[config.mk]
export PLATFORM = sky130hd
export DESIGN_NAME = draw_sprite
export DESIGN_NICKNAME = d
export VERILOG_FILES = /design/src/vga_pkg.sv /design/src/signal_delay.sv /design/src/draw_sprite.sv
export VERILOG_INCLUDE_DIRS = /design/src /design/src/include
export SDC_FILE = /design/constraint.sdc
export NUM_CORES = 1
export LEC_CHECK = 0
export BUFFER_PORTS_ARGS = -buffer_cell sky130_fd_sc_hd__clkbuf_2
export CAP_MARGIN = 20
export CORE_UTILIZATION = 53
export CTS_CLUSTER_SIZE = 8
export DETAILED_ROUTE_END_ITERATION = 10
export PLACE_DENSITY = 0.89
export SLEW_MARGIN = 30
export SYNTH_ARGS = -nofsm -noshare
export SYNTH_HDL_FRONTEND = slang
export SYNTH_SLANG_ARGS = --single-unit
[constraint.sdc]
create_clock -name clk -period 3.5 [get_ports clk]
set_input_delay 0.7 -clock clk [delete_from_list [all_inputs] [get_ports clk]]
set_output_delay 0.7 -clock clk [all_outputs]
set_load 0.005 [all_outputs]
[src/include/vga_macros.svh]
// VGA raster and sprite size definitions
// Timing for 640 x 480 at a 25 MHz pixel clock, 800 x 525 total raster.

`ifndef VGA_MACROS_SVH
`define VGA_MACROS_SVH

// Horizontal timing in pixels.
`define H_ACTIVE  640
`define H_FP      16
`define H_SYNC    96
`define H_TOTAL   800

// Vertical timing in lines.
`define V_ACTIVE  480
`define V_FP      10
`define V_SYNC    2
`define V_TOTAL   525

// Sprite size in pixels.
`define SPRITE_W  64
`define SPRITE_H  64

`define BLANK_RGB 12'h888 // Grey shown during blanking.

`endif

[src/vga_pkg.sv]
// VGA types
// Vector types for the raster counters, colours and sprite addressing,
// and the phase encoding used by the timing generator.

package vga_pkg;

    typedef logic [10:0] hcount_t;      // Horizontal pixel counter.
    typedef logic [10:0] vcount_t;      // Vertical line counter.
    typedef logic [11:0] rgb_t;         // 4:4:4 colour.
    typedef logic [11:0] pos_t;         // Sprite position.
    typedef logic [11:0] sprite_addr_t; // Row in the upper 6 bits, column below.

    // Phase of a counter within one raster line or frame.
    typedef enum logic [1:0] {
        PH_ACTIVE,
        PH_FRONT,
        PH_SYNC,
        PH_BACK
    } phase_t;

endpackage

[src/signal_delay.sv]
// Signal delay line
// Shifts a vector through a chain of clk_del registers, all cleared on reset.

`timescale 1ns/1ps

module signal_delay #(
    parameter int width   = 8,
    parameter int clk_del = 1
) (
    input  logic             clk,
    input  logic             rst,
    input  logic [width-1:0] din,
    output logic [width-1:0] dout
);

    logic [width-1:0] stage [clk_del];

    always_ff @(posedge clk) begin
        if (rst) begin
            for (int i = 0; i < clk_del; i++) begin
                stage[i] <= '0;
            end
        end else begin
            stage[0] <= din;
            for (int i = 1; i < clk_del; i++) begin
                stage[i] <= stage[i-1]; // Each register passes its value one step on.
            end
        end
    end

    assign dout = stage[clk_del-1];

endmodule

[src/draw_sprite.sv]
// Sprite overlay stage
// Generates the ROM address for the current pixel, optionally mirrored,
// then lays the returned texel over the background. Colour 000 is
// transparent. Adds three cycles to the raster group.

`timescale 1ns/1ps

`include "vga_macros.svh"

module draw_sprite (
    input  logic                  clk,
    input  logic                  rst,
    input  logic                  rotate,
    input  logic                  start_game,
    input  logic                  en,
    input  vga_pkg::pos_t         xpos,
    input  vga_pkg::pos_t         ypos,
    input  vga_pkg::rgb_t         rgb_pixel,
    input  vga_pkg::hcount_t      in_hcount,
    input  vga_pkg::vcount_t      in_vcount,
    input  logic                  in_hsync,
    input  logic                  in_hblnk,
    input  logic                  in_vsync,
    input  logic                  in_vblnk,
    input  vga_pkg::rgb_t         in_rgb,
    output vga_pkg::sprite_addr_t sprite_addr,
    output vga_pkg::hcount_t      out_hcount,
    output vga_pkg::vcount_t      out_vcount,
    output logic                  out_hsync,
    output logic                  out_hblnk,
    output logic                  out_vsync,
    output logic                  out_vblnk,
    output vga_pkg::rgb_t         out_rgb
);
    import vga_pkg::*;

    localparam int group_w = $bits(hcount_t) + $bits(vcount_t) + 4 + $bits(rgb_t);

    logic [5:0]   row_ofs;
    logic [5:0]   col_ofs;
    logic [5:0]   col_sel;
    hcount_t      hcount_d;
    vcount_t      vcount_d;
    logic         hsync_d;
    logic         hblnk_d;
    logic         vsync_d;
    logic         vblnk_d;
    rgb_t         rgb_d;
    rgb_t         rgb_nxt;
    logic [12:0]  x_end;
    logic [12:0]  y_end;
    logic         in_box;

    // **************************************************
    // Address generation
    // **************************************************

    assign row_ofs = 6'(in_vcount - ypos);
    assign col_ofs = 6'(in_hcount - xpos);
    assign col_sel = rotate ? 6'(`SPRITE_W - 1) - col_ofs : col_ofs; // Horizontal mirror.

    // Holds the raster group until the ROM data for it arrives.
    signal_delay #(.width(group_w), .clk_del(2)) u_delay (
        .clk,
        .rst,
        .din  ({in_hcount, in_hsync, in_hblnk, in_vcount, in_vsync, in_vblnk, in_rgb}),
        .dout ({hcount_d, hsync_d, hblnk_d, vcount_d, vsync_d, vblnk_d, rgb_d})
    );

    // **************************************************
    // Overlay
    // **************************************************

    assign x_end  = 13'(xpos) + 13'(`SPRITE_W);
    assign y_end  = 13'(ypos) + 13'(`SPRITE_H);
    assign in_box = (12'(hcount_d) >= xpos) && (13'(hcount_d) < x_end) &&
                    (12'(vcount_d) >= ypos) && (13'(vcount_d) < y_end);

    always_comb begin
        if (hblnk_d || vblnk_d)
            rgb_nxt = `BLANK_RGB;
        else if (en && start_game && in_box && (rgb_pixel != '0))
            rgb_nxt = rgb_pixel;                // Opaque texel covers the background.
        else
            rgb_nxt = rgb_d;
    end

    always_ff @(posedge clk) begin
        if (rst) begin
            sprite_addr <= '0;
            out_hcount  <= '0;
            out_vcount  <= '0;
            out_hsync   <= 1'b0;
            out_hblnk   <= 1'b0;
            out_vsync   <= 1'b0;
            out_vblnk   <= 1'b0;
            out_rgb     <= '0;
        end else begin
            sprite_addr <= {row_ofs, col_sel};
            out_hcount  <= hcount_d;
            out_vcount  <= vcount_d;
            out_hsync   <= hsync_d;
            out_hblnk   <= hblnk_d;
            out_vsync   <= vsync_d;
            out_vblnk   <= vblnk_d;
            out_rgb     <= rgb_nxt;
        end
    end

endmodule

==> impl_summary.log <==
INFO  metric fraction_of_registers_with_async_set_reset = 0%
INFO  metric max_cap_violations = 0
INFO  metric htreeDepth = 4
INFO  metric cp_cell_sequence = clkbuf_2, ha_1, nand3_1, xnor2_1, ha_1, and3_1, nor2b_1, o32a_1, a31oi_1, and4bb_4, mux2i_1
INFO  metric synth.distinct_cells = 50
INFO  metric grt_antenna_before_repair = 0
INFO  metric global_route.overflow_total = 0
INFO  metric detail_route.vias_per_cell = just under 5
INFO  metric setup.worst_path.start_class = primary input
INFO  metric synth_edf_count = 0
INFO  metric synth_seq_area_share = about 50%
INFO  metric areaGrowthSynthToFinish = 25.9%
INFO  metric initial_utilization = between 50 and 60%
INFO  metric fmax = roughly 380 MHz
INFO  metric numCtsBuffers = 17
INFO  metric maximum_fanout_count_along_the_critical_path = 12
INFO  metric root_buffer = clkbuf_8
INFO  metric synthesis.yosys.warnings = 0
INFO  metric worst_case_headroom_to_the_max_slew_limit = ~54%
INFO  metric netlist_area = approximately 5000 um^2
INFO  metric num_vias = roughly 3600
INFO  metric routabilityCongestion = approximately 0.86
INFO  metric fp.dieArea = roughly 10000 um^2
INFO  metric cpMostUsedCell = ha_1
INFO  metric post-cts-setup-buffer-count = 0
INFO  metric result_of_the_run = finished, final reports clean
INFO  metric postSynthCellCount = about 490
INFO  metric clk_transition_reported_paths = around 0.06 ns
INFO  metric antenna_cells_inserted = 0
INFO  metric ir_worst_vdd = approximately 0.34 mV
INFO  metric final-instance-count-excl-fill = 740
INFO  metric setup-violations-final = 0
INFO  metric vias_in_the_first_global_route = ~3600
INFO  metric grt.total_usage = 21.2%
INFO  metric place.detailed.hpwl = just over 7000 um
INFO  metric clk_latency = between 0.5 and 0.6 ns
INFO  metric register_bit_count_reported_by_yosys = approximately 130
INFO  metric worst-setup-path-type = in2reg
INFO  metric layout_commonest_cell = clkbuf_2
INFO  metric grt_setup_unrepaired = false
INFO  metric placeableCoreArea = ~9200 um^2
INFO  metric hold_viol_final = 0
INFO  metric port_buffers = around 130
INFO  metric wl = roughly 10000 um
INFO  metric cellLeakagePower = 3.01 nW
INFO  metric cp_data_arrival_time = ~3.1 ns
INFO  metric drive_above_1_share = between 20% and 30%
INFO  metric most_frequent_cells_in_the_layout = 127 x clkbuf_2, 126 x dfxtp_1, 101 x nor2b_1
INFO  metric synth-main-ff-cell = dfxtp_1
INFO  metric worstSetupEndpointType = register
INFO  metric power.density = about 570 nW/um^2
INFO  metric hold_class = in2reg
INFO  metric fin_hold_ws = 0.392 ns
INFO  metric postRouteAntennaNets = 0
INFO  metric tritoncts = built
INFO  metric fin_worst_skew = about 0.014 ns
INFO  metric drt_drc_violations_left = 0
INFO  metric timing.setup.tns = 0 ns
INFO  metric crit_slowest_cell = and4bb_4
INFO  metric synth_fp_nets = 610
INFO  metric io_pins = 129
INFO  metric worstPathBufferInverterCount = 1
INFO  metric timing.critical_path.max_delay_family = simple AND/OR/NAND/NOR gates
INFO  metric tightestPinTransition = between 0.6 and 0.7 ns
INFO  metric row_count = 35
INFO  metric slew_violations = 0
INFO  metric cp_data_required_time = 3.93 ns
INFO  metric cts_max_path_buffers = 2
INFO  metric clock-sinks = between 100 and 150
INFO  metric cts_resized = 0
INFO  metric wire_length_of_the_first_global_routing_pass = approximately 16000 um
INFO  metric overall_die_height = between 90 and 100 um
INFO  metric finalNetCount = 741
INFO  metric largest_net_degree_at_the_start_of_global_routing = 79
INFO  metric die_x = about 100 um
INFO  metric fin_crit = 2.66 ns
INFO  metric syn-mean-instance-area = 10.4 um^2
INFO  metric dp_cells = 708
INFO  metric drt-pass1-iter-count = 6
INFO  metric initialDrtViolationCount = 105
INFO  metric holdBufCountCts = 0
INFO  metric slowest_delay = 0.43 ns
INFO  metric period_share = between 70 and 80%
INFO  metric drt-wirelength-per-cell = between 10 and 15 um
## through the flow
| step | worst slack [ns] | instance area [um^2] | total power, mW | util, % |
|---|---|---|---|---|
| floorplan | 0.746 | 5020 | 1.76 | - |
| global placement | 0.477 | 5730 | 1.88 | 62.3 |
| detailed placement | 0.329 | 5730 | 1.89 | 62.3 |
| CTS | 0.834 | 6330 | 3.64 | 68.8 |
| global route | 0.622 | 6330 | 3.75 | 68.8 |
| finish | 0.844 | 6330 | 3.61 | 68.8 |
## report_power, final
group	internal [mW]	switching, mW
combinational	0.166	0.172
sequential	1.51	0.0225
clock	1.07	0.672
## per-layer routing
metal	wire length [um]	share of wire (%)	vias to the layer above	global-route usage, %
li1	-	-	1858	-
met1	4200	42	1651	24.5
met2	5140	52	102	36.7
met3	540	5.4	11	6.18
met4	96	0.96	0	9.16
met5	0	0	-	0
## synthesized netlist by cell type (4+ instances only)
| master | n | area [um^2] |
|---|---|---|
| a21o_1 | 4 | 30.0 |
| dfxtp_1 | 126 | 2520 |
| nor2_1 | 19 | 71.3 |
| xnor2_1 | 13 | 114 |
| clkbuf_1 | 15 | 56.3 |
| nand3_1 | 7 | 35.0 |
| nor2b_1 | 101 | 632 |
| nor4_1 | 4 | 25.0 |
| mux2i_1 | 12 | 120 |
| inv_1 | 33 | 124 |
| nand2_1 | 26 | 97.6 |
| ha_1 | 44 | 551 |
| a211oi_1 | 4 | 30.0 |
| xor2_1 | 6 | 52.6 |
| o21bai_1 | 8 | 60.1 |
| a21oi_1 | 12 | 60.1 |
| o21ai_0 | 11 | 55.1 |
## worst reg2reg max path, stage by stage (launching register included)
cell       delay [ns]
dfxtp_1          0.30
inv_1            0.05
ha_1             0.27
nand2b_4         0.13
a2111oi_4        0.06
a2111oi_0        0.46
o31ai_1          0.16
and4bb_4         0.50
mux2i_1          0.25
## flip-flops by register name (all words and copies together), names as in the netlist
| name | count |
|---|---|
| out_vsync | 1 |
| sprite_addr | 12 |
| out_hsync | 1 |
| out_vcount | 11 |
| out_hcount | 11 |
| out_hblnk | 1 |
| out_rgb | 12 |
| u_delay.stage | 76 |
| out_vblnk | 1 |
## logic make-up (layout without fill, tap and decap cells)
| logic type | count (synthesis) | after routing | synth area share, % |
|---|---|---|---|
| compound gates | 54 | 54 | 7.50 |
| xor+xnor | 19 | 19 | 3.31 |
| fa+ha+maj | 46 | 46 | 11.8 |
| buf+inv | 52 | 196 | 4.26 |
| flops | 126 | 126 | 50.2 |
| mux | 13 | 13 | 2.69 |
| simple gates | 175 | 175 | 20.3 |
## worst paths after layout
check                        from  slack (ns)                   end  cells after the start
max                       ypos[6]        0.84            out_rgb[6]                     11
max reg2reg  u_delay.stage[0][65]        1.24            out_rgb[6]                      8
min                     in_rgb[0]        0.39   u_delay.stage[0][0]                      2
min reg2reg  u_delay.stage[0][20]        0.43  u_delay.stage[0][58]                      1
## area by class of cell
type | instances | area (um^2)
clock inverter | 12 | 148
multi-input combinational | 307 | 2290
tap | 111 | 139
fill | 695 | 2870
sequential | 126 | 2520
timing repair buffer | 129 | 651
inverter | 35 | 133
clock buffer | 20 | 445
Note: power is estimated with default switching activity, not from simulation.
