`src/include/vga_macros.svh`:
```
// VGA raster and sprite size definitions
// Timing for 640 x 480 at a 25 MHz pixel clock, 800 x 525 total raster.

`ifndef VGA_MACROS_SVH
`define VGA_MACROS_SVH

// Horizontal timing in pixels.
`define H_ACTIVE  640
`define H_FP      16
`define H_SYNC    96
`define H_TOTAL   800

// Vertical timing in lines.
`define V_ACTIVE  480
`define V_FP      10
`define V_SYNC    2
`define V_TOTAL   525

// Sprite size in pixels.
`define SPRITE_W  64
`define SPRITE_H  64

`define BLANK_RGB 12'h888 // Grey shown during blanking.

`endif

```
`src/vga_pkg.sv`:
```
// VGA types
// Vector types for the raster counters, colours and sprite addressing,
// and the phase encoding used by the timing generator.

package vga_pkg;

    typedef logic [10:0] hcount_t;      // Horizontal pixel counter.
    typedef logic [10:0] vcount_t;      // Vertical line counter.
    typedef logic [11:0] rgb_t;         // 4:4:4 colour.
    typedef logic [11:0] pos_t;         // Sprite position.
    typedef logic [11:0] sprite_addr_t; // Row in the upper 6 bits, column below.

    // Phase of a counter within one raster line or frame.
    typedef enum logic [1:0] {
        PH_ACTIVE,
        PH_FRONT,
        PH_SYNC,
        PH_BACK
    } phase_t;

endpackage

```
`src/vga_background.sv`:
```
// VGA background stage
// Paints a colour gradient over the visible area and grey during blanking.
// Adds one cycle to the raster group.

`timescale 1ns/1ps

`include "vga_macros.svh"

module vga_background (
    input  logic             clk,
    input  logic             rst,
    input  vga_pkg::hcount_t in_hcount,
    input  vga_pkg::vcount_t in_vcount,
    input  logic             in_hsync,
    input  logic             in_hblnk,
    input  logic             in_vsync,
    input  logic             in_vblnk,
    output vga_pkg::hcount_t out_hcount,
    output vga_pkg::vcount_t out_vcount,
    output logic             out_hsync,
    output logic             out_hblnk,
    output logic             out_vsync,
    output logic             out_vblnk,
    output vga_pkg::rgb_t    out_rgb
);
    import vga_pkg::*;

    rgb_t rgb_nxt;

    // Red follows the line, green follows the column.
    assign rgb_nxt = (in_hblnk || in_vblnk) ? `BLANK_RGB
                                            : {in_vcount[8:5], in_hcount[9:6], 4'h3};

    always_ff @(posedge clk) begin
        if (rst) begin
            out_hcount <= '0;
            out_vcount <= '0;
            out_hsync  <= 1'b0;
            out_hblnk  <= 1'b0;
            out_vsync  <= 1'b0;
            out_vblnk  <= 1'b0;
            out_rgb    <= '0;
        end else begin
            out_hcount <= in_hcount;
            out_vcount <= in_vcount;
            out_hsync  <= in_hsync;
            out_hblnk  <= in_hblnk;
            out_vsync  <= in_vsync;
            out_vblnk  <= in_vblnk;
            out_rgb    <= rgb_nxt;
        end
    end

endmodule

```
`config.mk`:
```
export PLATFORM = sky130hd
export DESIGN_NAME = vga_background
export DESIGN_NICKNAME = d
export VERILOG_FILES = /design/src/vga_pkg.sv /design/src/vga_background.sv
export VERILOG_INCLUDE_DIRS = /design/src /design/src/include
export SDC_FILE = /design/constraint.sdc
export NUM_CORES = 1
export LEC_CHECK = 0
export ABC_AREA = 1
export BUFFER_PORTS_ARGS = -buffer_cell sky130_fd_sc_hd__buf_2
export CELL_PAD_IN_SITES_DETAIL_PLACEMENT = 1
export CELL_PAD_IN_SITES_GLOBAL_PLACEMENT = 1
export CORE_ASPECT_RATIO = 1.5
export CORE_UTILIZATION = 27
export CTS_CLUSTER_DIAMETER = 120
export DETAILED_ROUTE_END_ITERATION = 8
export GPL_TIMING_DRIVEN = 0
export PLACE_DENSITY = 0.72
export SLEW_MARGIN = 40
export SYNTH_ARGS = -nofsm -noshare
export SYNTH_HDL_FRONTEND = slang
export SYNTH_SLANG_ARGS = --single-unit
```
`constraint.sdc`:
```
create_clock -name clk -period 0.8 [get_ports clk]
set_clock_uncertainty 0.15 [all_clocks]
set_input_delay 0.16 -clock clk [delete_from_list [all_inputs] [get_ports clk]]
set_output_delay 0.16 -clock clk [all_outputs]
set_load 0.005 [all_outputs]
```
==> results.py, run 1 <==
metrics = {
    "grt": {
        "track_usage_pct": 11.9,
        "grt_pass1_wl_um": 3560,
        "antenna_found_initial": 0,
        "grt_max_degree": 13,
        "overflow": 0,
        "grt_pass1_vias": 799,
    },
    "sta": {
        "hold_violations": 36,
        "tns_ps": -7780,
        "setup_viol": 37,
        "slew_viol_final": 0,
        "timing.hold.ws_ps": -77.7,
        "max_freq_mhz": 889,
        "fin_ws_ps": -325,
        "period_needed_ps": 1130,
        "rsz0062_at_grt": "yes",
        "post-route-period-util_pct": 141,
    },
    "floorplanning": {
        "rows": 28,
        "core_area_um2": 3960,
        "dieHeight_um": 81.0,
        "die_area_um2": 4430,
        "die_w_um": 54.7,
        "ioPinCount": 66,
        "start_util_pct": 28.4,
    },
    "setup_path": {
        "cp-start-kind": "flip-flop",
        "worstSetupPathType": "flip-flop to output port",
        "crit_chain": "buf_6 -> buf_6",
        "cpMostUsedCell": "buf_6",
        "endpoint_kind": "output port",
        "slowest_stage": "dfxtp_2",
        "slowest_delay_ps": 330,
        "path_max_fanout": 2,
        "crit_required_ps": 490,
        "cp.arrival_ps": 820,
    },
    "pwr": {
        "ir_worst_vdd_mv": 1.22,
        "p_leak_nw": 0.950,
        "pwr_density_cell_nw_per_um2": 2270,
        "p_total_w": 0.00385,
    },
    "yosys": {
        "syn_inst": 107,
        "yosysSeqAreaShare_pct": 64.1,
        "yosys_warnings": 0,
        "netlist_area_um2": 1120,
        "synth_nets": 135,
        "synth_cell_types": 12,
        "ys_seq_elements": 36,
        "syn_avg_cell_area_um2": 10.5,
    },
    "route": {
        "wl_per_cell_um": 10.3,
        "num_vias": 862,
        "drt_first_pass_iters": 2,
        "drtAntennaViolNets": 0,
        "drtIter0Drc": 5,
        "routed_wl_um": 2310,
        "drt-vias-per-instance": 3.87,
        "drc": 0,
    },
    "cells_and_area": {
        "utilization_pct": 42.9,
        "syn_to_final_growth_pct": 51.0,
        "design_area_um2": 1700,
        "num-nets-final": 205,
        "layout-drive-gt1-share_pct": 60.7,
        "num_antenna_cells": 0,
        "final_common_cell": "buf_2",
        "fillers": 471,
        "final_cell_mix": "52 x buf_2, 28 x inv_1, 22 x dfxtp_1",
    },
    "placed_design": {
        "place_congestion": 0.651,
        "port_buffers": 63,
        "placed_area_um2": 1500,
        "dp_hpwl_um": 1880,
    },
    "worst_hold_path": {
        "hp-class": "primary input to flip-flop",
    },
    "clock_tree": {
        "cts_sinks": 36,
        "cts-root-buf": "clkbuf_8",
        "clk_pin_slew_worst_paths_ps": 70,
        "cts_tree": "built",
        "cts_setup_buffers": 0,
        "cts_buffers": 5,
        "cts.path.max_buffers": 2,
        "htree_levels": 2,
    },
    "status": {
        "violations": "hold timing, setup timing",
        "status": "finished with violations",
    },
    "flow_run": {
        "cap_violations": 0,
    },
}
state kept, by name, indices dropped and copies added (netlist names):
name        cells
out_hsync       1
out_vblnk       1
out_rgb        10
out_hcount     11
out_vsync       1
out_vcount     11
out_hblnk       1
path summary, 6_finish.rpt:
| kind | start | end | slack (ps) | depth (start not counted) |
|---|---|---|---|---|
| hold / removal | in_vcount[10] | out_vcount[10] | -80 | 3 |
| setup / recovery | out_rgb[1] | out_rgb[1] | -330 | 2 |
cell type report:
class	instances	area (um2)	share of cell area, %
clock inverters	3	42.5	2.51
multi-input cells	38	240	14.2
repair buffers	63	384	22.6
clock buffers	5	68.8	4.06
well taps	45	56.3	3.32
inverters	29	116	6.86
plain buffers	4	50.0	2.95
flip-flops and latches	36	738	43.5
cell usage after synthesis:
library cell,count,share of area [%]
buf_6,1,1.0
nand2_2,8,4.5
inv_8,1,1.0
dfxtp_1,36,64
conb_1,1,0.33
buf_12,1,1.8
nand3_1,2,0.89
inv_1,28,9.4
nand2_1,4,1.3
buf_4,2,1.3
nor2_1,13,4.3
nor2_4,10,10
report_power, final:
| group | internal, W | switching, W |
|---|---|---|
| combinational | 0.000206 | 0.000180 |
| sequential | 0.00189 | 0.0000249 |
| clock | 0.000921 | 0.000626 |
what timing repair did:
item	in CTS	in global routing
endpoints found under the hold margin	36	36
resized for setup	5	21
endpoints found under the setup margin	37	37
layer usage:
metal / global-route usage, % / vias to the layer above / wire, um
li1: - / 429 / -
met1: 9.81 / 382 / 709
met2: 21.2 / 46 / 1280
met3: 5.81 / 5 / 260
met4: 7.69 / 0 / 58
met5: 0 / - / 0
critical path, delay by kind of cell, from the launching register on:
family   cells  cell delay (ps)
flops        1              330
buf+inv      2              210
per-stage QoR:
step / instances / worst slack [ps]
3_3_place_gp: 215 / -94.2
3_5_place_dp: 215 / -106
2_1_floorplan: 107 / 34.8
4_1_cts: 223 / -344
5_1_grt: 223 / -362
6_report: 223 / -325
logic make-up after synthesis:
group                  after synthesis  share of synthesized area [%]
buffers and inverters               33                           14.5
DFF                                 36                           64.1
other                                1                          0.334
and+or+nand+nor                     37                           21.0
(Power assumes the default switching activity.)
==> inputs of run 2 (changes only) <==
CORE_MARGIN = 5   (was default)
PLACE_DENSITY = default   (was 0.72)
PLACE_DENSITY_LB_ADDON = 0.1   (was default)
==> run 2 against run 1 <==
The run still ends with hold timing, setup timing left. First-iteration DRC count is 80% higher. Clock power is 25% lower. Critical endpoint unchanged. Largest power group unchanged. Worst setup slack better by 15 ps. Core utilization is 1.5 points lower.
==> results.py, run 2 (synthesis results as in run 1) <==
metrics = {
    "clock_tree": {
        "htree_levels": 2,
        "clk_pin_slew_worst_paths_ps": 70,
        "cts_tree": "built",
        "cts-root-buf": "clkbuf_8",
        "cts_setup_buffers": 0,
        "cts_buffers": 5,
        "cts.path.max_buffers": 2,
        "cts_sinks": 36,
    },
    "sta": {
        "max_freq_mhz": 900,
        "hold_violations": 36,
        "post-route-period-util_pct": 139,
        "rsz0062_at_grt": "yes",
        "slew_viol_final": 0,
        "fin_ws_ps": -311,
        "period_needed_ps": 1110,
        "timing.hold.ws_ps": -69.0,
        "setup_viol": 37,
        "tns_ps": -7550,
    },
    "pwr": {
        "seqPwrFrac_pct": 55.4,
        "clkPwrFrac_pct": 33.6,
        "switchingPower_w": 0.000782,
        "comb_power_share_pct": 11.0,
        "p_leak_nw": 0.935,
        "p_int_w": 0.00269,
        "p_sw_share_pct": 22.6,
        "pwr_density_cell_nw_per_um2": 2100,
        "ir_worst_vdd_mv": 0.989,
    },
    "grt": {
        "grt_max_degree": 11,
        "grt_pass1_vias": 980,
        "grt_pass1_wl_um": 4410,
        "overflow": 0,
        "antenna_found_initial": 0,
        "track_usage_pct": 10.5,
    },
    "setup_path": {
        "endpoint_kind": "output port",
        "cp.arrival_ps": 800,
        "worstSetupPathType": "flip-flop to output port",
        "cp-start-kind": "flip-flop",
        "path_max_fanout": 2,
        "crit_required_ps": 490,
    },
    "route": {
        "drtIter0Drc": 9,
        "drt-vias-per-instance": 3.84,
        "num_vias": 852,
        "drtAntennaViolNets": 0,
        "drt_first_pass_iters": 2,
        "drc": 0,
        "routed_wl_um": 2670,
        "wl_per_cell_um": 12.0,
    },
    "floorplanning": {
        "die_w_um": 62.7,
        "core_area_um2": 3990,
        "die_area_um2": 5580,
        "rows": 28,
        "ioPinCount": 66,
        "dieHeight_um": 89.0,
        "start_util_pct": 28.1,
    },
    "cells_and_area": {
        "multi_input_area_um2": 240,
        "syn_to_final_growth_pct": 46.9,
        "final_cell_mix": "54 x buf_2, 28 x inv_1, 22 x dfxtp_1",
        "layout-drive-gt1-share_pct": 59.9,
        "fillers": 488,
        "reg.largest.list": "out_hcount (11), out_vcount (11), out_rgb (10)",
        "num_antenna_cells": 0,
        "instances_no_fill": 222,
        "num-nets-final": 205,
        "final_common_cell": "buf_2",
        "regArea_um2": 738,
    },
    "status": {
        "violations": "hold timing, setup timing",
        "status": "finished with violations",
    },
    "flow_run": {
        "cap_violations": 0,
    },
    "worst_hold_path": {
        "hold_path_depth": 3,
        "hp-class": "primary input to flip-flop",
    },
    "placed_design": {
        "dp_hpwl_um": 2180,
        "place_congestion": 0.649,
        "dp.cells": 215,
        "port_buffers": 63,
    },
}
-- run 2: changes by cell type in the layout (fill, tap and decap cells not counted), sizes merged --
cell and change:
bufinv -1, clkbuf +1, clkinvlp -1
-- run 2: stage by stage --
step / hold WS, ps / area (um2) / power [W] / utilization, % / setup slack (ps)
floorplan: 112 / 1120 / 0.00212 / - / 34.8
global placement: 209 / 1500 / 0.00230 / 37.4 / -53.1
detailed placement: 217 / 1500 / 0.00232 / 37.4 / -116
CTS: -80.8 / 1590 / 0.00351 / 39.8 / -333
global route: -72.7 / 1650 / 0.00370 / 41.3 / -353
finish: -69.0 / 1650 / 0.00347 / 41.3 / -311
-- run 2: path summary, 6_finish.rpt --
check / startpoint / endpoint / slack [ps]
setup / recovery: out_rgb[1] / out_rgb[1] / -310
hold / removal: in_hcount[6] / out_hcount[6] / -70
-- run 2: worst max-delay path, cell delays in order, from the launching register on --
cell and delay (ps):
dfxtp_2 320, buf_6 100, buf_6 100
-- run 2: timing repair --
action / in CTS / in global routing
endpoints found under the setup margin: 37 / 37
hold endpoints to repair: 36 / 36
resized for setup: 7 / 17
-- run 2: power groups by stage --
stage	clock (W)	sequential, W	combinational (W)
4_1_cts	0.00123	0.00191	0.000373
2_1_floorplan	0	0.00196	0.000161
6_report	0.00116	0.00192	0.000383
5_1_grt	0.00134	0.00193	0.000427
3_3_place_gp	0	0.00194	0.000355
3_5_place_dp	0	0.00195	0.000368
-- run 2: area by class of cell --
class | instances | share of cell area (%)
Sequential cell | 36 | 44.7
Clock buffer | 6 | 4.40
Timing Repair Buffer | 63 | 22.5
Tap cell | 45 | 3.41
Inverter | 29 | 7.05
Multi-Input combinational cell | 38 | 14.6
Buffer | 4 | 3.03
Clock inverter | 1 | 0.303
-- run 2: per-layer routing --
metal  GRT usage (%)  share of wire [%]
met1            8.57                 31
met2            20.5                 58
met3            4.15                9.9
met4            6.95                1.4
met5               0                  0
