$ cat src/include/vga_macros.svh
// VGA raster and sprite size definitions
// Timing for 640 x 480 at a 25 MHz pixel clock, 800 x 525 total raster.

`ifndef VGA_MACROS_SVH
`define VGA_MACROS_SVH

// Horizontal timing in pixels.
`define H_ACTIVE  640
`define H_FP      16
`define H_SYNC    96
`define H_TOTAL   800

// Vertical timing in lines.
`define V_ACTIVE  480
`define V_FP      10
`define V_SYNC    2
`define V_TOTAL   525

// Sprite size in pixels.
`define SPRITE_W  64
`define SPRITE_H  64

`define BLANK_RGB 12'h888 // Grey shown during blanking.

`endif

$ cat src/vga_pkg.sv
// VGA types
// Vector types for the raster counters, colours and sprite addressing,
// and the phase encoding used by the timing generator.

package vga_pkg;

    typedef logic [10:0] hcount_t;      // Horizontal pixel counter.
    typedef logic [10:0] vcount_t;      // Vertical line counter.
    typedef logic [11:0] rgb_t;         // 4:4:4 colour.
    typedef logic [11:0] pos_t;         // Sprite position.
    typedef logic [11:0] sprite_addr_t; // Row in the upper 6 bits, column below.

    // Phase of a counter within one raster line or frame.
    typedef enum logic [1:0] {
        PH_ACTIVE,
        PH_FRONT,
        PH_SYNC,
        PH_BACK
    } phase_t;

endpackage

$ cat src/vga_timing.sv
// VGA timing generator
// Free-running horizontal and vertical counters for an 800 x 525 raster.
// Sync and blanking levels are decoded from the next count and registered
// so they line up with the counters they belong to.

`timescale 1ns/1ps

`include "vga_macros.svh"

module vga_timing (
    input  logic             clk,
    input  logic             rst,
    output vga_pkg::hcount_t hcount,
    output vga_pkg::vcount_t vcount,
    output logic             hsync,
    output logic             hblnk,
    output logic             vsync,
    output logic             vblnk
);
    import vga_pkg::*;

    hcount_t hcount_nxt;
    vcount_t vcount_nxt;
    phase_t  h_phase;
    phase_t  v_phase;

    // Sorts a count into active, front porch, sync or back porch.
    function automatic phase_t phase_of(input int count, input int active,
                                        input int fp, input int sync);
        if (count < active)
            return PH_ACTIVE;
        else if (count < active + fp)
            return PH_FRONT;
        else if (count < active + fp + sync)
            return PH_SYNC;
        else
            return PH_BACK;
    endfunction

    always_comb begin
        if (hcount == 11'(`H_TOTAL - 1)) begin
            hcount_nxt = '0;
            vcount_nxt = (vcount == 11'(`V_TOTAL - 1)) ? '0 : vcount + 1'b1; // Next line.
        end else begin
            hcount_nxt = hcount + 1'b1;
            vcount_nxt = vcount;
        end
    end

    assign h_phase = phase_of(int'(hcount_nxt), `H_ACTIVE, `H_FP, `H_SYNC);
    assign v_phase = phase_of(int'(vcount_nxt), `V_ACTIVE, `V_FP, `V_SYNC);

    always_ff @(posedge clk) begin
        if (rst) begin
            hcount <= '0;
            vcount <= '0;
            hsync  <= 1'b0;
            hblnk  <= 1'b0;
            vsync  <= 1'b0;
            vblnk  <= 1'b0;
        end else begin
            hcount <= hcount_nxt;
            vcount <= vcount_nxt;
            hsync  <= (h_phase == PH_SYNC);   // Active high sync pulse.
            hblnk  <= (h_phase != PH_ACTIVE);
            vsync  <= (v_phase == PH_SYNC);
            vblnk  <= (v_phase != PH_ACTIVE);
        end
    end

endmodule

$ cat config.mk
export PLATFORM = sky130hd
export DESIGN_NAME = vga_timing
export DESIGN_NICKNAME = d
export VERILOG_FILES = /design/src/vga_pkg.sv /design/src/vga_timing.sv
export VERILOG_INCLUDE_DIRS = /design/src /design/src/include
export SDC_FILE = /design/constraint.sdc
export NUM_CORES = 1
export LEC_CHECK = 0
export ABC_AREA = 1
export BUFFER_PORTS_ARGS = -buffer_cell sky130_fd_sc_hd__buf_2
export CAP_MARGIN = 20
export CORE_ASPECT_RATIO = 0.6
export CORE_MARGIN = 1.5
export CORE_UTILIZATION = 49
export CTS_BUF_LIST = sky130_fd_sc_hd__clkbuf_4
export CTS_CLUSTER_DIAMETER = 80
export DETAILED_ROUTE_END_ITERATION = 10
export PLACE_DENSITY = 0.82
export SLEW_MARGIN = 20
export SYNTH_ARGS = -nofsm -noshare
export SYNTH_HDL_FRONTEND = slang
export SYNTH_SLANG_ARGS = --single-unit
$ cat constraint.sdc
create_clock -name clk -period 3.2 [get_ports clk]
set_clock_uncertainty 0.05 [all_clocks]
set_input_delay 0.32 -clock clk [delete_from_list [all_inputs] [get_ports clk]]
set_output_delay 0.32 -clock clk [all_outputs]
set_load 0.005 [all_outputs]
==> run_summary.xml, run 1 <==
<?xml version="1.0" encoding="UTF-8"?>
<metrics>
  <group name="power_and_ir_drop">
    <metric name="power.share.sequential" unit="%">57.5</metric>
    <metric name="switching_share" unit="%">19.95</metric>
    <metric name="power_frac_clock" unit="%">39.8</metric>
    <metric name="combinational_group_share_of_total_power" unit="%">2.7</metric>
    <metric name="p_leak" unit="nW">0.8685</metric>
    <metric name="switching_power" unit="mW">0.1144</metric>
    <metric name="power_per_cell_area" unit="mW/mm2">319.7</metric>
    <metric name="internal_power" unit="mW">0.4589</metric>
    <metric name="vdd_drop_max" unit="V">0.0001783</metric>
  </group>
  <group name="critical_path">
    <metric name="worst-r2r-cell-count" unit="">11</metric>
    <metric name="worst-path-max-fanout" unit="">10</metric>
    <metric name="critPathRequiredTime" unit="ns">3.41</metric>
    <metric name="cp_data_arrival_time" unit="ns">2.13</metric>
    <metric name="critical_path.top_delay_family" unit="">simple AND/OR/NAND/NOR gates</metric>
    <metric name="crit_path_top_delay_cell" unit="">dfxtp_1</metric>
    <metric name="cp_num_cells" unit="">11</metric>
    <metric name="cpMostUsedCell" unit="">nand2_1</metric>
    <metric name="worst_setup_path_end_kind" unit="">register</metric>
    <metric name="worst_r2r_startpoint" unit="">vcount[0]</metric>
    <metric name="worst-path-buf-inv" unit="">1</metric>
    <metric name="critical_path.startpoint" unit="">vcount[0]</metric>
    <metric name="startpoint_type" unit="">register</metric>
    <metric name="regToRegSetupSlack" unit="ns">1.28</metric>
    <metric name="timing.critical_path.slowest_cell_delay" unit="ns">0.53</metric>
    <metric name="path_cells" unit="">ha_1, inv_1, nor2_2, nand2_1, nand2_1, nand2_1, nand2_1, nand2_1, nor2_1, nand2_1, a21oi_1</metric>
    <metric name="criticalPathCategory" unit="">reg -&gt; reg</metric>
    <metric name="crit_path_capture" unit="">vblnk</metric>
    <metric name="r2r_endpoint" unit="">vblnk</metric>
  </group>
  <group name="layout">
    <metric name="final_core_utilization" unit="%">60.08</metric>
    <metric name="stdcell_count" unit="">312</metric>
    <metric name="num_antenna_cells" unit="">0</metric>
    <metric name="final_nets" unit="">276</metric>
    <metric name="drive_gt1_share" unit="%">20.74</metric>
    <metric name="area_delta_synth_final" unit="%">12.66</metric>
  </group>
  <group name="detailed_routing">
    <metric name="antenna_left" unit="">0</metric>
    <metric name="viasPerCell" unit="">5.010</metric>
    <metric name="postRouteWirelength" unit="um">3612</metric>
    <metric name="route.detailed.drc" unit="">0</metric>
    <metric name="first_pass_drt_iterations" unit="">4</metric>
    <metric name="routedWlPerCell" unit="um">11.58</metric>
    <metric name="drt-initial-drc-count" unit="">103</metric>
    <metric name="detailroute.via_count" unit="">1563</metric>
  </group>
  <group name="sta">
    <metric name="grt_setup_unrepaired" unit="">false</metric>
    <metric name="timing.slew.headroom" unit="%">73.09</metric>
    <metric name="timing_hold_violations_final" unit="">0</metric>
    <metric name="period_minus_slack" unit="ns">1.918</metric>
    <metric name="max_slew.worst_pin.slew" unit="ns">0.4037</metric>
    <metric name="post-route-period-util" unit="%">59.93</metric>
    <metric name="timing.fmax" unit="MHz">521.4</metric>
    <metric name="timing_max_transition_violations_final" unit="">0</metric>
    <metric name="timing.final.setup_violations" unit="">0</metric>
    <metric name="setup_total_negative_slack" unit="ns">0</metric>
    <metric name="final.setup.worst_slack" unit="ns">1.282</metric>
  </group>
  <group name="global_route">
    <metric name="grt_overflow_total" unit="">0</metric>
    <metric name="grt_pass1_vias" unit="">1251</metric>
    <metric name="grt_pass1_wl" unit="um">5837</metric>
    <metric name="grt_start_max_net_pins" unit="">22</metric>
    <metric name="grtUsageTotal" unit="%">21.14</metric>
    <metric name="antenna_violations_before_repair" unit="">0</metric>
  </group>
  <group name="cts">
    <metric name="insertion_delay" unit="ns">0.33</metric>
    <metric name="max-clock-path-buffers" unit="">2</metric>
    <metric name="worst_setup_hold_path_clk_slew" unit="ns">0.15</metric>
    <metric name="cts_htree_levels" unit="">1</metric>
    <metric name="cts_setup_buffers" unit="">0</metric>
    <metric name="cts_tree" unit="">done</metric>
    <metric name="cts.sinks" unit="">26</metric>
    <metric name="cts_hold_buffers" unit="">0</metric>
    <metric name="tritoncts.num_buffers" unit="">3</metric>
    <metric name="cts.repair.resized" unit="">0</metric>
    <metric name="cts_root_buf" unit="">clkbuf_4</metric>
  </group>
  <group name="logic_synthesis">
    <metric name="postSynthCellCount" unit="">245</metric>
    <metric name="synthDistinctLibCells" unit="">27</metric>
    <metric name="ys_top_cells_by_area" unit="">dfxtp_1, nand2_1, inv_1</metric>
    <metric name="post_synthesis_average_cell_area" unit="um2">6.496</metric>
    <metric name="synth_area_leader_cell" unit="">dfxtp_1</metric>
    <metric name="synth-warning-count" unit="">0</metric>
    <metric name="synth_sequential_area_ratio" unit="%">32.70</metric>
    <metric name="synthDominantCellAreaShare" unit="%">32.70</metric>
    <metric name="syn_nets" unit="">250</metric>
    <metric name="synthesis.area" unit="mm2">0.001592</metric>
    <metric name="yosys_register_bits" unit="">26</metric>
  </group>
  <group name="placement">
    <metric name="post-place-cells" unit="">308</metric>
    <metric name="dp.final_hpwl" unit="um">2851</metric>
    <metric name="finalWeightedCongestion" unit="">0.8832</metric>
    <metric name="port_buffers" unit="">27</metric>
    <metric name="place_worst_setup_slack" unit="ns">1.347</metric>
  </group>
  <group name="floorplan">
    <metric name="floorplan.initialDensity" unit="%">53.33</metric>
    <metric name="design.die.area" unit="mm2">0.003610</metric>
    <metric name="die_w" unit="um">76.58</metric>
    <metric name="floorplan.io_pins" unit="">28</metric>
    <metric name="placeable_area" unit="mm2">0.002984</metric>
    <metric name="placementRows" unit="">15</metric>
    <metric name="die_h" unit="um">47.15</metric>
  </group>
  <group name="worst_hold_path">
    <metric name="holdCritPathClass" unit="">in -&gt; reg</metric>
  </group>
  <group name="job">
    <metric name="max_cap_viol_count" unit="">0</metric>
  </group>
  <group name="outcome">
    <metric name="result_of_the_run" unit="">complete, no violations</metric>
  </group>
</metrics>
cells by family (layout without fill, tap and decap cells):
kind of cell,after synthesis,after routing,synth area share [%]
AOI/OAI and AO/OA,13,13,4.638
xor gates and xnor gates,2,2,1.101
adders and majority gates,3,3,2.359
buffers and inverters,41,66,10.69
DFF,26,26,32.70
and+or+nand+nor,160,160,48.51
how the worst min path moves through the flow:
stage                   start          to  slack, ns  depth (start not counted)
CTS                       rst  hcount[10]       0.32                          2
detailed placement  hcount[0]   hcount[0]       0.40                          1
global route              rst   vcount[8]       0.34                          2
finish                    rst   hcount[5]       0.33                          2
global placement    hcount[0]   hcount[0]       0.39                          1
floorplan           hcount[0]   hcount[0]       0.39                          1
flip-flops by register name, indices dropped and copies added (netlist names):
signal  count
hblnk       1
vcount     11
vblnk       1
vsync       1
hsync       1
hcount     11
stage by stage:
stage / hold slack (ns) / instance area [um2] / power (mW)
global route: 0.3373 / 1793 / 0.5984
global placement: 0.3930 / 1740 / 0.3518
detailed placement: 0.4013 / 1740 / 0.3524
finish: 0.3312 / 1793 / 0.5732
floorplan: 0.3937 / 1592 / 0.3459
CTS: 0.3235 / 1793 / 0.5808
power by group through the flow:
stage	Combinational, mW	Sequential, mW	Clock [mW]
3_3_place_gp	0.0152	0.337	0
4_1_cts	0.0155	0.330	0.235
5_1_grt	0.0176	0.331	0.250
6_report	0.0153	0.330	0.228
3_5_place_dp	0.0155	0.337	0
2_1_floorplan	0.00904	0.337	0
per-layer routing:
layer  routed length (um)  part of all wire [%]  vias to the layer above  global-route usage (%)
li1                     -                     -                      814                       -
met5                    0                     0                        -                       0
met4                   23                  0.64                        0                   4.444
met3                  335                   9.3                        4                   5.825
met2                 1366                    38                       62                   28.57
met1                 1887                    52                      683                   32.82
cell type report:
cell class	instances	area, um2
Tap cell	42	52.55
Clock inverter	1	30.03
Timing Repair Buffer	27	135.1
Clock buffer	3	22.52
Inverter	35	131.4
Sequential cell	26	520.5
Fill cell	283	1191
Multi-Input combinational cell	178	900.9
placed cells by master (no fill, tap or decap), drive strengths merged:
cell	count
nand3b	1
o21ai	5
o21a	1
bufinv	1
nand4	8
a21boi	1
clkbuf	3
a21oi	6
ha	3
nand2	79
inv	35
xor2	2
buf	27
nand3	24
dfxtp	26
nor3	4
nor2	44
cells in the mapped netlist (all sizes together):
cell type,n
o21a,1
a21oi,6
clkbuf,2
dfxtp,26
buf,4
nand2,79
nand3b,1
nor3,4
nand3,24
xor2,2
a21boi,1
nor2,44
ha,3
inv,35
o21ai,5
nand4,8
No activity file was read; power rests on OpenSTA's default activity.
==> run 2, diff against run 1 <==
- clock period: 3.2 -> 1.8 ns (I/O delays scaled with it)
==> run_summary.xml, run 2 (synthesis results as in run 1) <==
<?xml version="1.0" encoding="UTF-8"?>
<metrics>
  <group name="global_route">
    <metric name="grt_pass1_vias" unit="">1216</metric>
    <metric name="grt_start_max_net_pins" unit="">21</metric>
    <metric name="grtUsageTotal" unit="%">21.25</metric>
    <metric name="antenna_violations_before_repair" unit="">0</metric>
    <metric name="grt_overflow_total" unit="">0</metric>
    <metric name="grt_pass1_wl" unit="um">5858</metric>
  </group>
  <group name="placement">
    <metric name="place_worst_setup_slack" unit="ns">0.09107</metric>
    <metric name="finalWeightedCongestion" unit="">0.9557</metric>
    <metric name="post-place-cells" unit="">314</metric>
    <metric name="port_buffers" unit="">27</metric>
    <metric name="dp.final_hpwl" unit="um">2846</metric>
  </group>
  <group name="cts">
    <metric name="cts_htree_levels" unit="">1</metric>
    <metric name="insertion_delay" unit="ns">0.33</metric>
    <metric name="cts_hold_buffers" unit="">0</metric>
    <metric name="cts_root_buf" unit="">clkbuf_4</metric>
    <metric name="cts_tree" unit="">done</metric>
    <metric name="max-clock-path-buffers" unit="">2</metric>
    <metric name="cts.sinks" unit="">26</metric>
    <metric name="worst_setup_hold_path_clk_slew" unit="ns">0.14</metric>
    <metric name="tritoncts.num_buffers" unit="">3</metric>
  </group>
  <group name="layout">
    <metric name="drive_gt1_share" unit="%">26.24</metric>
    <metric name="final.fill_count" unit="">268</metric>
    <metric name="num_antenna_cells" unit="">0</metric>
    <metric name="final_core_utilization" unit="%">63.77</metric>
    <metric name="layout_commonest_cell" unit="">nand2_1</metric>
    <metric name="final_nets" unit="">288</metric>
    <metric name="area_delta_synth_final" unit="%">19.58</metric>
    <metric name="stdcell_count" unit="">324</metric>
    <metric name="mostFrequentLayoutCells" unit="">nand2_1, inv_1, nor2_1, buf_2, dfxtp_1</metric>
    <metric name="reg.largest.list" unit="">hcount: 11 flops, vcount: 11 flops</metric>
  </group>
  <group name="detailed_routing">
    <metric name="detailroute.via_count" unit="">1638</metric>
    <metric name="postRouteWirelength" unit="um">3877</metric>
    <metric name="route.detailed.drc" unit="">0</metric>
    <metric name="routedWlPerCell" unit="um">11.97</metric>
    <metric name="first_pass_drt_iterations" unit="">4</metric>
    <metric name="antenna_left" unit="">0</metric>
    <metric name="drt-initial-drc-count" unit="">212</metric>
    <metric name="viasPerCell" unit="">5.056</metric>
  </group>
  <group name="critical_path">
    <metric name="worst-path-max-fanout" unit="">6</metric>
    <metric name="critPathRequiredTime" unit="ns">1.98</metric>
    <metric name="cpMostUsedCell" unit="">nand2_1</metric>
    <metric name="worst_setup_path_end_kind" unit="">register</metric>
    <metric name="crit_path_top_delay_cell" unit="">dfxtp_2</metric>
    <metric name="cp_data_arrival_time" unit="ns">1.92</metric>
    <metric name="criticalPathCategory" unit="">reg -&gt; reg</metric>
    <metric name="timing.critical_path.slowest_cell_delay" unit="ns">0.38</metric>
    <metric name="path_cells" unit="">ha_4, nand2_4, nor2_4, nand3_2, nor2_4, buf_6, nand2_1, nand2_1, nor2_1, nand2_1, a21oi_2</metric>
    <metric name="startpoint_type" unit="">register</metric>
  </group>
  <group name="sta">
    <metric name="setup_total_negative_slack" unit="ns">0</metric>
    <metric name="hold_slack" unit="ns">0.1399</metric>
    <metric name="max_slew.worst_pin.slew" unit="ns">0.3116</metric>
    <metric name="timing_hold_violations_final" unit="">0</metric>
    <metric name="period_minus_slack" unit="ns">1.742</metric>
    <metric name="final.setup.worst_slack" unit="ns">0.05843</metric>
    <metric name="timing.final.setup_violations" unit="">0</metric>
    <metric name="timing.slew.headroom" unit="%">79.21</metric>
    <metric name="timing_max_transition_violations_final" unit="">0</metric>
    <metric name="post-route-period-util" unit="%">96.75</metric>
    <metric name="timing.fmax" unit="MHz">574.2</metric>
  </group>
  <group name="floorplan">
    <metric name="placeable_area" unit="mm2">0.002984</metric>
    <metric name="design.die.area" unit="mm2">0.003610</metric>
    <metric name="die_h" unit="um">47.15</metric>
    <metric name="die_w" unit="um">76.58</metric>
    <metric name="placementRows" unit="">15</metric>
    <metric name="floorplan.initialDensity" unit="%">53.33</metric>
    <metric name="floorplan.io_pins" unit="">28</metric>
  </group>
  <group name="worst_hold_path">
    <metric name="holdCritPathClass" unit="">in -&gt; reg</metric>
  </group>
  <group name="power_and_ir_drop">
    <metric name="vdd_drop_max" unit="V">0.0003518</metric>
    <metric name="p_leak" unit="nW">0.9284</metric>
    <metric name="power_per_cell_area" unit="mW/mm2">464.8</metric>
  </group>
  <group name="job">
    <metric name="max_cap_viol_count" unit="">0</metric>
  </group>
  <group name="outcome">
    <metric name="result_of_the_run" unit="">complete, no violations</metric>
  </group>
</metrics>
run 2: final cells by class:
class	count	area, um2	share of cell area (%)
Tap cell	42	52.55	2.761
Clock buffer	3	22.52	1.183
Multi-Input combinational cell	179	945.9	49.70
Timing Repair Buffer	38	221.5	11.64
Sequential cell	26	525.5	27.61
Clock inverter	1	3.754	0.1972
Inverter	35	131.4	6.903
run 2: through the flow:
stage	area, um2	total power [mW]
2_1_floorplan	1592	0.6149
3_3_place_gp	1785	0.6293
3_5_place_dp	1785	0.6297
4_1_cts	1812	0.8841
5_1_grt	1903	0.9239
6_report	1903	0.8846
run 2: critical path, delay by kind of cell (launching register included):
kind                       cells  cell delay, ns
and+or+nand+nor                8            0.85
buffers and inverters          1            0.15
DFF                            1            0.38
AOI/OAI and AO/OA              1            0.06
adders and majority gates      1            0.15
run 2: per-layer routing:
layer,track usage (%),routed length [um],vias to the layer above
li1,-,-,844
met4,3.333,56,0
met5,0,0,-
met1,32.79,1913,698
met3,7.379,470,10
met2,28.04,1436,86
run 2: where the power goes:
part	switching, mW	internal, mW	total [mW]
clock	0.181	0.0816	0.262
combinational	0.0198	0.0146	0.0343
sequential	0.00612	0.582	0.588
total	0.206	0.678	0.885
run 2: final timing paths:
kind | cells past startpoint | endpoint | from | slack, ns
max | 11 | vblnk | hcount[0] | 0.06
max reg2reg | 11 | vblnk | hcount[0] | 0.06
min reg2reg | 2 | hcount[3] | hcount[3] | 0.46
min | 4 | hcount[1] | rst | 0.14
run 2: repair_timing:
| item | 4_1_cts | 5_1_grt |
|---|---|---|
| buffers inserted | 0 | 5 |
| gates resized for setup | 0 | 13 |
| setup endpoints to repair | 0 | 5 |
